### src/periph_defines.svh
// Widths, address decode position and timing defaults for the APB peripheral
// subsystem. Include this in every file that sizes a port or a counter.
// The timing defaults are kept short for simulation and should be raised
// for a real board clock.

`ifndef PERIPH_DEFINES_SVH
`define PERIPH_DEFINES_SVH

// APB bus
`define APB_ADDR_W 16
`define APB_DATA_W 32

// Slot decode on the upper address nibble
`define SLOT_MSB 15
`define SLOT_LSB 12

// LED port
`define LED_W 8

// Keypad matrix
`define KEY_ROWS      4
`define KEY_COLS      4
`define FILTERED_KEYS 4                 // Keys 0-3 only

// Timing, in clock cycles
`define SCAN_HOLD_CYCLES 8              // Per row low time
`define DEBOUNCE_CYCLES  64             // Stable time before a key commits

// Timer
`define TIMER_W 32

`endif
### src/periph_pkg.sv
// Shared types of the APB peripheral subsystem: bus request and response,
// slot numbers, register offsets, debounce states and the interrupt bundle.
// Modules pull this in with a wildcard import in their header.

`include "periph_defines.svh"

package periph_pkg;

    // Request fields seen by every slave
    typedef struct packed {
        logic [`APB_ADDR_W-1:0] addr;
        logic                   write;
        logic                   enable;
        logic [`APB_DATA_W-1:0] wdata;
    } apb_req_t;

    typedef struct packed {
        logic [`APB_DATA_W-1:0] rdata;
        logic                   ready;
        logic                   slverr;
    } apb_rsp_t;

    // Slot 0 stays unmapped
    typedef enum logic [`SLOT_MSB-`SLOT_LSB:0] {
        SLOT_LED   = 1,
        SLOT_KEY   = 2,
        SLOT_TIMER = 3
    } apb_slot_e;

    // Byte offsets inside a 4 KB slot
    typedef enum logic [`SLOT_LSB-1:0] {
        KEY_STATE   = 'h0,
        KEY_RAW     = 'h4,
        KEY_INTSTAT = 'h8,
        KEY_INTEN   = 'hC
    } key_reg_e;

    typedef enum logic [`SLOT_LSB-1:0] {
        TMR_CTRL    = 'h0,
        TMR_VALUE   = 'h4,
        TMR_RELOAD  = 'h8,
        TMR_INTSTAT = 'hC
    } timer_reg_e;

    typedef enum logic {KF_STABLE, KF_SETTLE} kf_state_e;

    typedef struct packed {
        logic [`FILTERED_KEYS-1:0] key;
        logic                      timer;
    } irq_t;

endpackage

### src/periph_top.sv
// Top of the APB peripheral subsystem. An external APB master drives psel
// and req; the slot decoder routes them to the LED, key and timer slaves.
// The keypad scanner and four debounce filters feed the key port.

`timescale 1ns/10ps

`include "periph_defines.svh"

module periph_top import periph_pkg::*; (
    input  logic                 clk,
    input  logic                 RSTn,
    input  logic                 psel,
    input  apb_req_t             req,
    output apb_rsp_t             rsp,
    input  logic [`KEY_COLS-1:0] col,
    output logic [`KEY_ROWS-1:0] row,
    output logic [`LED_W-1:0]    led,
    output irq_t                 irq
);

    logic                           led_sel;
    logic                           key_sel;
    logic                           timer_sel;
    apb_rsp_t                       led_rsp;
    apb_rsp_t                       key_rsp;
    apb_rsp_t                       timer_rsp;
    logic [`KEY_ROWS*`KEY_COLS-1:0] key_raw;
    logic [`FILTERED_KEYS-1:0]      key_filt;
    logic [`FILTERED_KEYS-1:0]      key_irq;
    logic                           timer_irq;

    // ------------------------------------------------------------------------
    // APB decode and slaves
    // ------------------------------------------------------------------------
    apb_slave_mux apb_slave_mux_i (
        .psel(psel), .addr(req.addr),
        .led_rsp(led_rsp), .key_rsp(key_rsp), .timer_rsp(timer_rsp),
        .led_sel(led_sel), .key_sel(key_sel), .timer_sel(timer_sel),
        .rsp(rsp)
    );

    apb_led apb_led_i (
        .clk(clk), .RSTn(RSTn), .sel(led_sel), .req(req), .rsp(led_rsp), .led(led)
    );

    apb_key apb_key_i (
        .clk(clk), .RSTn(RSTn), .sel(key_sel), .req(req), .rsp(key_rsp),
        .key_raw(key_raw), .key_filt(key_filt), .key_irq(key_irq)
    );

    apb_timer apb_timer_i (
        .clk(clk), .RSTn(RSTn), .sel(timer_sel), .req(req), .rsp(timer_rsp),
        .timer_irq(timer_irq)
    );

    // ------------------------------------------------------------------------
    // Keypad front end
    // ------------------------------------------------------------------------
    keypad_scan keypad_scan_i (
        .clk(clk), .RSTn(RSTn), .col(col), .row(row), .key_raw(key_raw)
    );

    // Only the first keys of row 0 get debounced
    for (genvar k = 0; k < `FILTERED_KEYS; k++) begin : g_filter
        key_filter key_filter_i (
            .clk(clk), .RSTn(RSTn), .key_in(key_raw[k]), .key_out(key_filt[k])
        );
    end

    assign irq = '{key: key_irq, timer: timer_irq};

endmodule

### src/apb_timer.sv
// Down-counting timer on the APB. CTRL bit 0 runs the count, bit 1 lets the
// status reach timer_irq. At zero the counter reloads and sets status, which
// clears on a write of 1. Writing RELOAD also restarts the count from it.

`timescale 1ns/10ps

`include "periph_defines.svh"

module apb_timer import periph_pkg::*; (
    input  logic     clk,
    input  logic     RSTn,
    input  logic     sel,
    input  apb_req_t req,
    output apb_rsp_t rsp,
    output logic     timer_irq
);

    timer_reg_e           reg_off;
    logic                 wr_en;
    logic                 rd_en;
    logic [1:0]           ctrl;          // [0] count enable, [1] irq enable
    logic [`TIMER_W-1:0]  value;
    logic [`TIMER_W-1:0]  reload;
    logic                 int_stat;
    logic                 reload_hit;
    logic                 value_wr;
    logic                 stat_clr;

    assign reg_off    = timer_reg_e'({req.addr[`SLOT_LSB-1:2], 2'b00});
    assign wr_en      = sel && req.enable && req.write;
    assign rd_en      = sel && !req.write;
    assign reload_hit = ctrl[0] && (value == '0);
    assign value_wr   = wr_en && (reg_off == TMR_VALUE || reg_off == TMR_RELOAD);
    assign stat_clr   = wr_en && (reg_off == TMR_INTSTAT) && req.wdata[0];

    always_ff @(posedge clk or negedge RSTn) begin
        if (!RSTn) begin
            ctrl     <= '0;
            value    <= '0;
            reload   <= '0;
            int_stat <= 1'b0;
        end else begin
            if (wr_en && reg_off == TMR_CTRL)
                ctrl <= req.wdata[1:0];
            if (wr_en && reg_off == TMR_RELOAD)
                reload <= req.wdata[`TIMER_W-1:0];
            // Bus write overrides the count for one cycle
            if (value_wr)
                value <= req.wdata[`TIMER_W-1:0];
            else if (reload_hit)
                value <= reload;
            else if (ctrl[0])
                value <= value - 1'b1;
            int_stat <= (int_stat && !stat_clr) || reload_hit;
        end
    end

    assign timer_irq = int_stat && ctrl[1];

    always_comb begin
        rsp       = '0;
        rsp.ready = 1'b1;
        if (rd_en) begin
            case (reg_off)
                TMR_CTRL:    rsp.rdata[1:0] = ctrl;
                TMR_VALUE:   rsp.rdata[`TIMER_W-1:0] = value;
                TMR_RELOAD:  rsp.rdata[`TIMER_W-1:0] = reload;
                TMR_INTSTAT: rsp.rdata[0] = int_stat;
                default:     rsp.rdata = '0;
            endcase
        end
    end

endmodule

### src/apb_key.sv
// Key port on the APB. Reports the debounced keys, the raw scan image and a
// per-key interrupt status set on each press of a filtered key. Status bits
// clear when 1 is written; key_irq is status masked by the enable register.

`timescale 1ns/10ps

`include "periph_defines.svh"

module apb_key import periph_pkg::*; (
    input  logic                           clk,
    input  logic                           RSTn,
    input  logic                           sel,
    input  apb_req_t                       req,
    output apb_rsp_t                       rsp,
    input  logic [`KEY_ROWS*`KEY_COLS-1:0] key_raw,
    input  logic [`FILTERED_KEYS-1:0]      key_filt,
    output logic [`FILTERED_KEYS-1:0]      key_irq
);

    localparam int FK = `FILTERED_KEYS;

    key_reg_e      reg_off;
    logic          wr_en;
    logic          rd_en;
    logic [FK-1:0] filt_q;               // Last cycle's filtered keys
    logic [FK-1:0] key_rise;
    logic [FK-1:0] stat_clr;
    logic [FK-1:0] int_stat;
    logic [FK-1:0] int_en;

    assign reg_off  = key_reg_e'({req.addr[`SLOT_LSB-1:2], 2'b00});
    assign wr_en    = sel && req.enable && req.write;
    assign rd_en    = sel && !req.write;
    assign key_rise = key_filt & ~filt_q;
    assign stat_clr = (wr_en && reg_off == KEY_INTSTAT) ? req.wdata[FK-1:0] : '0;

    always_ff @(posedge clk or negedge RSTn) begin
        if (!RSTn) begin
            filt_q   <= '0;
            int_stat <= '0;
            int_en   <= '0;
        end else begin
            filt_q   <= key_filt;
            int_stat <= (int_stat & ~stat_clr) | key_rise;  // New press wins
            if (wr_en && reg_off == KEY_INTEN)
                int_en <= req.wdata[FK-1:0];
        end
    end

    assign key_irq = int_stat & int_en;

    always_comb begin
        rsp       = '0;
        rsp.ready = 1'b1;
        if (rd_en) begin
            case (reg_off)
                KEY_STATE:   rsp.rdata[FK-1:0] = key_filt;
                KEY_RAW:     rsp.rdata[`KEY_ROWS*`KEY_COLS-1:0] = key_raw;
                KEY_INTSTAT: rsp.rdata[FK-1:0] = int_stat;
                KEY_INTEN:   rsp.rdata[FK-1:0] = int_en;
                default:     rsp.rdata = '0;
            endcase
        end
    end

endmodule

### src/key_filter.sv
// Debounce filter for one key. The output follows the input only after the
// input has differed from it for SETTLE_CYCLES cycles in a row; any bounce
// back to the old level restarts the wait.

`timescale 1ns/10ps

`include "periph_defines.svh"

module key_filter import periph_pkg::*; #(
    parameter int SETTLE_CYCLES = `DEBOUNCE_CYCLES
) (
    input  logic clk,
    input  logic RSTn,
    input  logic key_in,
    output logic key_out
);

    localparam int CNT_W = $clog2(SETTLE_CYCLES + 1);

    kf_state_e        state;
    logic [CNT_W-1:0] settle_cnt;

    always_ff @(posedge clk or negedge RSTn) begin
        if (!RSTn) begin
            state      <= KF_STABLE;
            settle_cnt <= '0;
            key_out    <= 1'b0;
        end else begin
            case (state)
                KF_STABLE: begin
                    if (key_in != key_out) begin
                        state      <= KF_SETTLE;
                        settle_cnt <= CNT_W'(1);    // First differing cycle
                    end
                end
                KF_SETTLE: begin
                    if (key_in == key_out) begin    // Bounce
                        state      <= KF_STABLE;
                        settle_cnt <= '0;
                    end else if (settle_cnt >= CNT_W'(SETTLE_CYCLES - 1)) begin
                        state      <= KF_STABLE;
                        settle_cnt <= '0;
                        key_out    <= key_in;       // Commit new level
                    end else begin
                        settle_cnt <= settle_cnt + 1'b1;
                    end
                end
                default: state <= KF_STABLE;
            endcase
        end
    end

endmodule

### src/keypad_scan.sv
// Row scanner for the keypad matrix. Drives one row low at a time, holds it
// for HOLD_CYCLES and samples the columns on the last cycle of the hold.
// key_raw has bit row*KEY_COLS+col set while that key is pressed.

`timescale 1ns/10ps

`include "periph_defines.svh"

module keypad_scan #(
    parameter int HOLD_CYCLES = `SCAN_HOLD_CYCLES
) (
    input  logic                              clk,
    input  logic                              RSTn,
    input  logic [`KEY_COLS-1:0]              col,
    output logic [`KEY_ROWS-1:0]              row,
    output logic [`KEY_ROWS*`KEY_COLS-1:0]    key_raw
);

    localparam int ROWS  = `KEY_ROWS;
    localparam int COLS  = `KEY_COLS;
    localparam int CNT_W = (HOLD_CYCLES > 1) ? $clog2(HOLD_CYCLES) : 1;
    localparam int IDX_W = (ROWS > 1) ? $clog2(ROWS) : 1;

    logic [CNT_W-1:0] hold_cnt;
    logic [IDX_W-1:0] row_idx;
    logic             hold_end;

    assign hold_end = (hold_cnt == CNT_W'(HOLD_CYCLES - 1));

    // ------------------------------------------------------------------------
    // Row rotation
    // ------------------------------------------------------------------------
    always_ff @(posedge clk or negedge RSTn) begin
        if (!RSTn) begin
            hold_cnt <= '0;
            row_idx  <= '0;
            row      <= {{(ROWS-1){1'b1}}, 1'b0};     // Row 0 low
        end else if (hold_end) begin
            hold_cnt <= '0;
            row      <= {row[ROWS-2:0], row[ROWS-1]};  // Low bit moves up
            if (row_idx == IDX_W'(ROWS - 1))
                row_idx <= '0;
            else
                row_idx <= row_idx + 1'b1;
        end else begin
            hold_cnt <= hold_cnt + 1'b1;
        end
    end

    // ------------------------------------------------------------------------
    // Column capture
    // ------------------------------------------------------------------------
    // Pressed key pulls its column low while its row is driven low
    always_ff @(posedge clk or negedge RSTn) begin
        if (!RSTn) begin
            key_raw <= '0;
        end else if (hold_end) begin
            key_raw[row_idx*COLS +: COLS] <= ~col;
        end
    end

endmodule

### src/apb_led.sv
// LED output port on the APB. One register at offset 0 drives the LED pins
// and reads back; every other offset in the slot reads as zero.

`timescale 1ns/10ps

`include "periph_defines.svh"

module apb_led import periph_pkg::*; (
    input  logic              clk,
    input  logic              RSTn,
    input  logic              sel,
    input  apb_req_t          req,
    output apb_rsp_t          rsp,
    output logic [`LED_W-1:0] led
);

    logic wr_en;
    logic rd_en;
    logic at_zero;

    assign wr_en   = sel && req.enable && req.write;  // Access phase
    assign rd_en   = sel && !req.write;
    assign at_zero = (req.addr[`SLOT_LSB-1:2] == '0);

    always_ff @(posedge clk or negedge RSTn) begin
        if (!RSTn) begin
            led <= '0;
        end else if (wr_en && at_zero) begin
            led <= req.wdata[`LED_W-1:0];
        end
    end

    always_comb begin
        rsp       = '0;
        rsp.ready = 1'b1;
        if (rd_en && at_zero)
            rsp.rdata[`LED_W-1:0] = led;
    end

endmodule

### src/apb_slave_mux.sv
// APB slot decoder. Picks one slave from the upper address nibble, gates its
// select with psel and returns that slave's response to the master.
// Unmapped slots answer with zero data, ready high and no error.

`timescale 1ns/10ps

`include "periph_defines.svh"

module apb_slave_mux import periph_pkg::*; (
    input  logic                   psel,
    input  logic [`APB_ADDR_W-1:0] addr,
    input  apb_rsp_t               led_rsp,
    input  apb_rsp_t               key_rsp,
    input  apb_rsp_t               timer_rsp,
    output logic                   led_sel,
    output logic                   key_sel,
    output logic                   timer_sel,
    output apb_rsp_t               rsp
);

    apb_slot_e slot;

    assign slot = apb_slot_e'(addr[`SLOT_MSB:`SLOT_LSB]);

    // One select per mapped slot
    assign led_sel   = psel && (slot == SLOT_LED);
    assign key_sel   = psel && (slot == SLOT_KEY);
    assign timer_sel = psel && (slot == SLOT_TIMER);

    // Response return path
    always_comb begin
        rsp        = '0;
        rsp.ready  = 1'b1;               // Default slave, never stalls
        case (slot)
            SLOT_LED:   rsp = led_rsp;
            SLOT_KEY:   rsp = key_rsp;
            SLOT_TIMER: rsp = timer_rsp;
            default: begin
                rsp.rdata  = '0;
                rsp.slverr = 1'b0;
            end
        endcase
    end

endmodule

### config.mk
export PLATFORM = sky130hd
export DESIGN_NAME = periph_top
export DESIGN_NICKNAME = d
export VERILOG_FILES = /design/src/periph_pkg.sv /design/src/periph_top.sv /design/src/apb_timer.sv /design/src/apb_key.sv /design/src/key_filter.sv /design/src/keypad_scan.sv /design/src/apb_led.sv /design/src/apb_slave_mux.sv
export VERILOG_INCLUDE_DIRS = /design/src
export SDC_FILE = /design/constraint.sdc
export NUM_CORES = 1
export LEC_CHECK = 0
export BUFFER_PORTS_ARGS = -buffer_cell sky130_fd_sc_hd__buf_2
export CAP_MARGIN = 20
export CORE_ASPECT_RATIO = 1.1
export CORE_UTILIZATION = 55
export DETAILED_ROUTE_END_ITERATION = 16
export PLACE_DENSITY = 0.75
export SLEW_MARGIN = 5
export SYNTH_ARGS = -nofsm -noshare
export SYNTH_HDL_FRONTEND = slang
export SYNTH_HIERARCHICAL = 1
export SYNTH_SLANG_ARGS = --single-unit
### constraint.sdc
create_clock -name clk -period 3.4 [get_ports clk]
set_clock_uncertainty 0.05 [all_clocks]
set_input_delay 0 -clock clk [delete_from_list [all_inputs] [get_ports clk]]
set_output_delay 0 -clock clk [all_outputs]
set_load 0.01 [all_outputs]
==> tab_implementation.tex <==
\begin{tabular}{lr}
\hline
Metric & Value \\
\hline
\multicolumn{2}{l}{\textbf{Status}} \\
Run status & complete, no violations \\
\multicolumn{2}{l}{\textbf{Final layout}} \\
Count of nets after finishing & between 1000 and 1500 \\
Signed area change from the synthesized netlist to the final layout & 14.8\% \\
Top library cells by usage in the layout, fill and taps aside & sky130\_fd\_sc\_hd\_\_dfrtp\_1 (145), sky130\_fd\_sc\_hd\_\_buf\_2 (102), sky130\_fd\_sc\_hd\_\_nor2\_1 (71), sky130\_fd\_sc\_hd\_\_conb\_1 (46), sky130\_fd\_sc\_hd\_\_mux2\_2 (44) \\
Inserted Diodes & 0 \\
Utilization after layout & 65.1\% \\
Leading cell type in the layout, fill and taps excluded & sky130\_fd\_sc\_hd\_\_dfrtp\_1 \\
Share of cells above drive strength 1 & around a quarter \\
Fin area & 11600 um\^{}2 \\
\multicolumn{2}{l}{\textbf{Yosys}} \\
Fraction of synthesis flops using an asynchronous set or reset pin & between 90\% and 100\% \\
Top area cells in the synthesized netlist & sky130\_fd\_sc\_hd\_\_dfrtp\_1 (36\%), sky130\_fd\_sc\_hd\_\_mux2\_2 (4.9\%), sky130\_fd\_sc\_hd\_\_o2bb2ai\_2 (4.3\%) \\
Post-synthesis area per instance & 10.2 um\^{}2 \\
Distinct cells, synth & 82 \\
Warnings, synthesis & 6 \\
Synth Flop Type & sky130\_fd\_sc\_hd\_\_dfrtp\_1 \\
Sequential cell area fraction in the yosys report & 36.6\% \\
Number of flops mapped to enable cells by yosys & 0 \\
Cells after Synth & roughly 990 \\
Cell accounting for the most synthesized area & sky130\_fd\_sc\_hd\_\_dfrtp\_1 \\
Top cell type's share of synthesized area & a little over a third \\
Syn Std Cell Area & about 10000 um\^{}2 \\
Flops \& latches, synth & $\sim$150 \\
\multicolumn{2}{l}{\textbf{Worst setup path}} \\
Slowest cell delay on critical path & around 0.67 ns \\
Worst-path cell chain & dlygate4sd3\_1 -> buf\_2 -> nor4\_1 -> nand2\_1 -> nor3b\_2 -> buf\_12 -> a22oi\_1 -> nor2\_1 -> mux2i\_1 -> o2bb2ai\_2 -> buf\_2 \\
Critical-path maximum fanout & 24 \\
Worst Setup End Kind & primary output \\
Critical path start-end classification & in2out \\
Startpoint type of the worst setup path & primary input \\
Worst EP required & approximately 3.4 ns \\
Arrival time reported for the critical path endpoint & approximately 3.0 ns \\
Highest-delay cell along the critical path & sky130\_fd\_sc\_hd\_\_nor3b\_2 \\
Critical path's most frequent cell & sky130\_fd\_sc\_hd\_\_buf\_2 \\
\multicolumn{2}{l}{\textbf{Pwr}} \\
Maximum resistive drop on vdd & 0.340 mV \\
Fraction of power spent switching nets & between 20\% and 30\% \\
Tot Pwr & $\sim$0.0042 W \\
Total net switching power & 0.00102 W \\
Combinational cell fraction of total power & $\sim$8.6\% \\
Share of total power in the clock network & between 40\% and 50\% \\
Internal power summed over all cells & around 0.0032 W \\
Part of the power in registers & between 40\% and 50\% \\
Lkg Pwr & $\sim$5.2 nW \\
Power Dens Cells & around 360 nW/um\^{}2 \\
\multicolumn{2}{l}{\textbf{STA}} \\
Final TNS setup & 0 ns \\
Final Slew Violations & 0 \\
Final hold vios & 0 \\
Final worst path period need & between 3 and 4 ns \\
Slew at the pin with the worst max-slew slack & 0.799 ns \\
Part of the cycle the worst path needs & around nine tenths \\
Unrepaired setup endpoints after global routing & no \\
Upper clock frequency limit & approximately 0.33 GHz \\
Number of setup violations in the final report & 0 \\
Remaining max-slew budget at the tightest pin & a little under half \\
\multicolumn{2}{l}{\textbf{Global routing}} \\
Overall routing resource usage & between 20\% and 30\% \\
Grt met2 use & roughly 46\% \\
Global-route wire length before repair & approximately 39000 um \\
Maximum number of pins on one net before global-route repair & 84 \\
Via count of the first global-routing pass & slightly below 8000 \\
Busiest layer in global routing & met2 \\
Number of antenna violations at the first check in global routing & 1 \\
GRT overflow & 0 \\
Met3 GRT Util & roughly 5.7\% \\
Global-route track usage on met1 & between 30 and 40\% \\
\multicolumn{2}{l}{\textbf{Routing}} \\
Total detailed-routing wirelength & around 24000 um \\
Routed via count divided by cell count & around 5.9 \\
DR DRC count & 0 \\
Iteration-0 DRC count of the detailed router & approximately 620 \\
Routed via count & about 8000 \\
Number of iterations in the first detailed-routing pass & 5 \\
Count of nets left with antenna violations after detail routing & 0 \\
Detailed-route wire length per cell & 18.0 um \\
\multicolumn{2}{l}{\textbf{Floorplanning}} \\
Area of the core & $\sim$18000 um\^{}2 \\
Area of the die & about 19000 um\^{}2 \\
Cell Rows & between 50 and 60 \\
I/O pin count & about 110 \\
Die width & roughly 130 um \\
Height of the die & about 140 um \\
Initial cell density of the core & about 57\% \\
\multicolumn{2}{l}{\textbf{Worst hold path}} \\
Worst hold-check path type & in2reg \\
\multicolumn{2}{l}{\textbf{Run}} \\
Maximum capacitance violations & 0 \\
\multicolumn{2}{l}{\textbf{CTS}} \\
Count of H-tree levels built during CTS & 4 \\
Setup repair bufs after CTS & 0 \\
Total of hold buffers inserted after clock tree synthesis & 39 \\
CTS clock-pin slew for the worst setup and hold paths & 0.06 ns \\
Clock Tree Root & sky130\_fd\_sc\_hd\_\_clkbuf\_16 \\
Buffers from clock root to sink, at most & 2 \\
Clock sink count & between 100 and 150 \\
Post-cts gate resize count & 0 \\
Number of buffers created by CTS & 17 \\
CTS tree & done \\
Latest clock arrival within the worst-skew pair & between 0.4 and 0.5 ns \\
\multicolumn{2}{l}{\textbf{Placed design}} \\
Total placed instance area & between 10000 and 15000 um\^{}2 \\
Weighted congestion at the end of routability-driven global placement & around 0.85 \\
Number of input and output port buffers inserted & 103 \\
Sum of net half-perimeters after detailed placement & approximately 17000 um \\
\hline
\end{tabular}
==> registers in the layout, indices dropped and copies added (netlist names) <==
name,cells
apb_key_i/filt_q,4
g_filter.key_filter_i/key_out,4
keypad_scan_i/key_raw,16
apb_timer_i/int_stat,1
apb_timer_i/reload,32
apb_timer_i/value,32
apb_timer_i/ctrl,2
apb_key_i/int_en,4
keypad_scan_i/row_idx,2
apb_key_i/int_stat,4
apb_led_i/led,8
keypad_scan_i/hold_cnt,3
keypad_scan_i/row,4
g_filter.key_filter_i/settle_cnt,28
g_filter.key_filter_i/state,4
==> per-layer routing <==
layer	vias up	part of all wire [%]
met5	-	0.045
met4	2	2.7
met3	54	5.8
met2	234	50
met1	3896	42
li1	3849	-
==> cells in the mapped netlist, drive strengths merged (4+ instances only) <==
library cell,count
nand4,17
xnor2,21
nand2,24
a211oi,4
o21ai,29
nor3,26
a21oi,27
nor4,14
a221oi,4
nand3,34
o41ai,6
or3b,6
nor2,71
o2111ai,4
clkbuf,23
or3,8
mux2,58
xor2,14
and3b,4
inv,35
o2bb2ai,57
a22oi,35
nand2b,9
nand4b,14
o21a,5
nor2b,15
o21bai,4
ha,13
and2,29
dfrtp,145
mux4,4
o211ai,19
a31oi,7
o31ai,11
o22ai,6
buf,77
or4,6
nor3b,22
a21bo,4
mux2i,40
o22a,4
nand3b,8
conb,6
==> cell type report <==
cell class / instances / area (um^2)
fill: 1451 / 6240
clock inverter: 12 / 168
inverter: 35 / 131
clock buffer: 20 / 457
timing repair buffer: 158 / 1060
tap: 238 / 298
multi-input combinational: 749 / 5810
sequential: 148 / 3710
==> power groups by stage <==
| stage | registers, W | clock network (W) | logic, W |
|---|---|---|---|
| after floorplan | 0.00185 | 0 | 0.000233 |
| after global placement | 0.00186 | 0 | 0.000317 |
| after detailed placement | 0.00186 | 0 | 0.000325 |
| after CTS | 0.00183 | 0.00201 | 0.000360 |
| after global routing | 0.00184 | 0.00209 | 0.000398 |
| final | 0.00183 | 0.00198 | 0.000358 |
==> stage by stage <==
step | setup slack, ns | cells | hold WS [ns]
floorplan | 1.25 | 1032 | -0.346
global placement | 0.759 | 1289 | -0.0180
detailed placement | 0.724 | 1289 | -0.0157
CTS | 0.398 | 1360 | 0.00846
global route | 0.198 | 1360 | 0.0404
finish | 0.355 | 1360 | 0.0146
==> path summary, 6_finish.rpt <==
check | startpoint | cells past startpoint | slack (ns) | endpoint
max | req[39] | 11 | 0.35 | rsp[21]
min | req[40] | 4 | 0.01 | apb_timer_i/ctrl[1]
max reg2reg | apb_timer_i/value[0] | 7 | 0.92 | apb_timer_i/value[30]
min reg2reg | keypad_scan_i/hold_cnt[0] | 1 | 0.38 | keypad_scan_i/hold_cnt[0]
max in group asynchronous | RSTn | 3 | 2.36 | apb_timer_i/value[27]
min in group asynchronous | RSTn | 2 | 0.08 | keypad_scan_i/row[0]
==> worst max-delay path: cells and delay by family <==
family / cells / cell delay [ns]
buffers and inverters: 4 / 1.08
AOI/OAI and AO/OA: 2 / 0.33
muxes: 1 / 0.11
and+or+nand+nor: 4 / 1.47
==> logic make-up (layout without fill, tap and decap cells) <==
logic type | count (synthesis) | count (layout) | share of synthesized area [%]
other | 6 | 46 | 0.222
DFF | 148 | 148 | 36.6
xor gates and xnor gates | 35 | 35 | 3.32
buffers and inverters | 135 | 225 | 7.73
adders and majority gates | 13 | 13 | 1.61
and+or+nand+nor | 319 | 319 | 19.6
muxes | 102 | 102 | 11.6
AOI/OAI and AO/OA | 234 | 234 | 19.4
(Power assumes the default switching activity.)
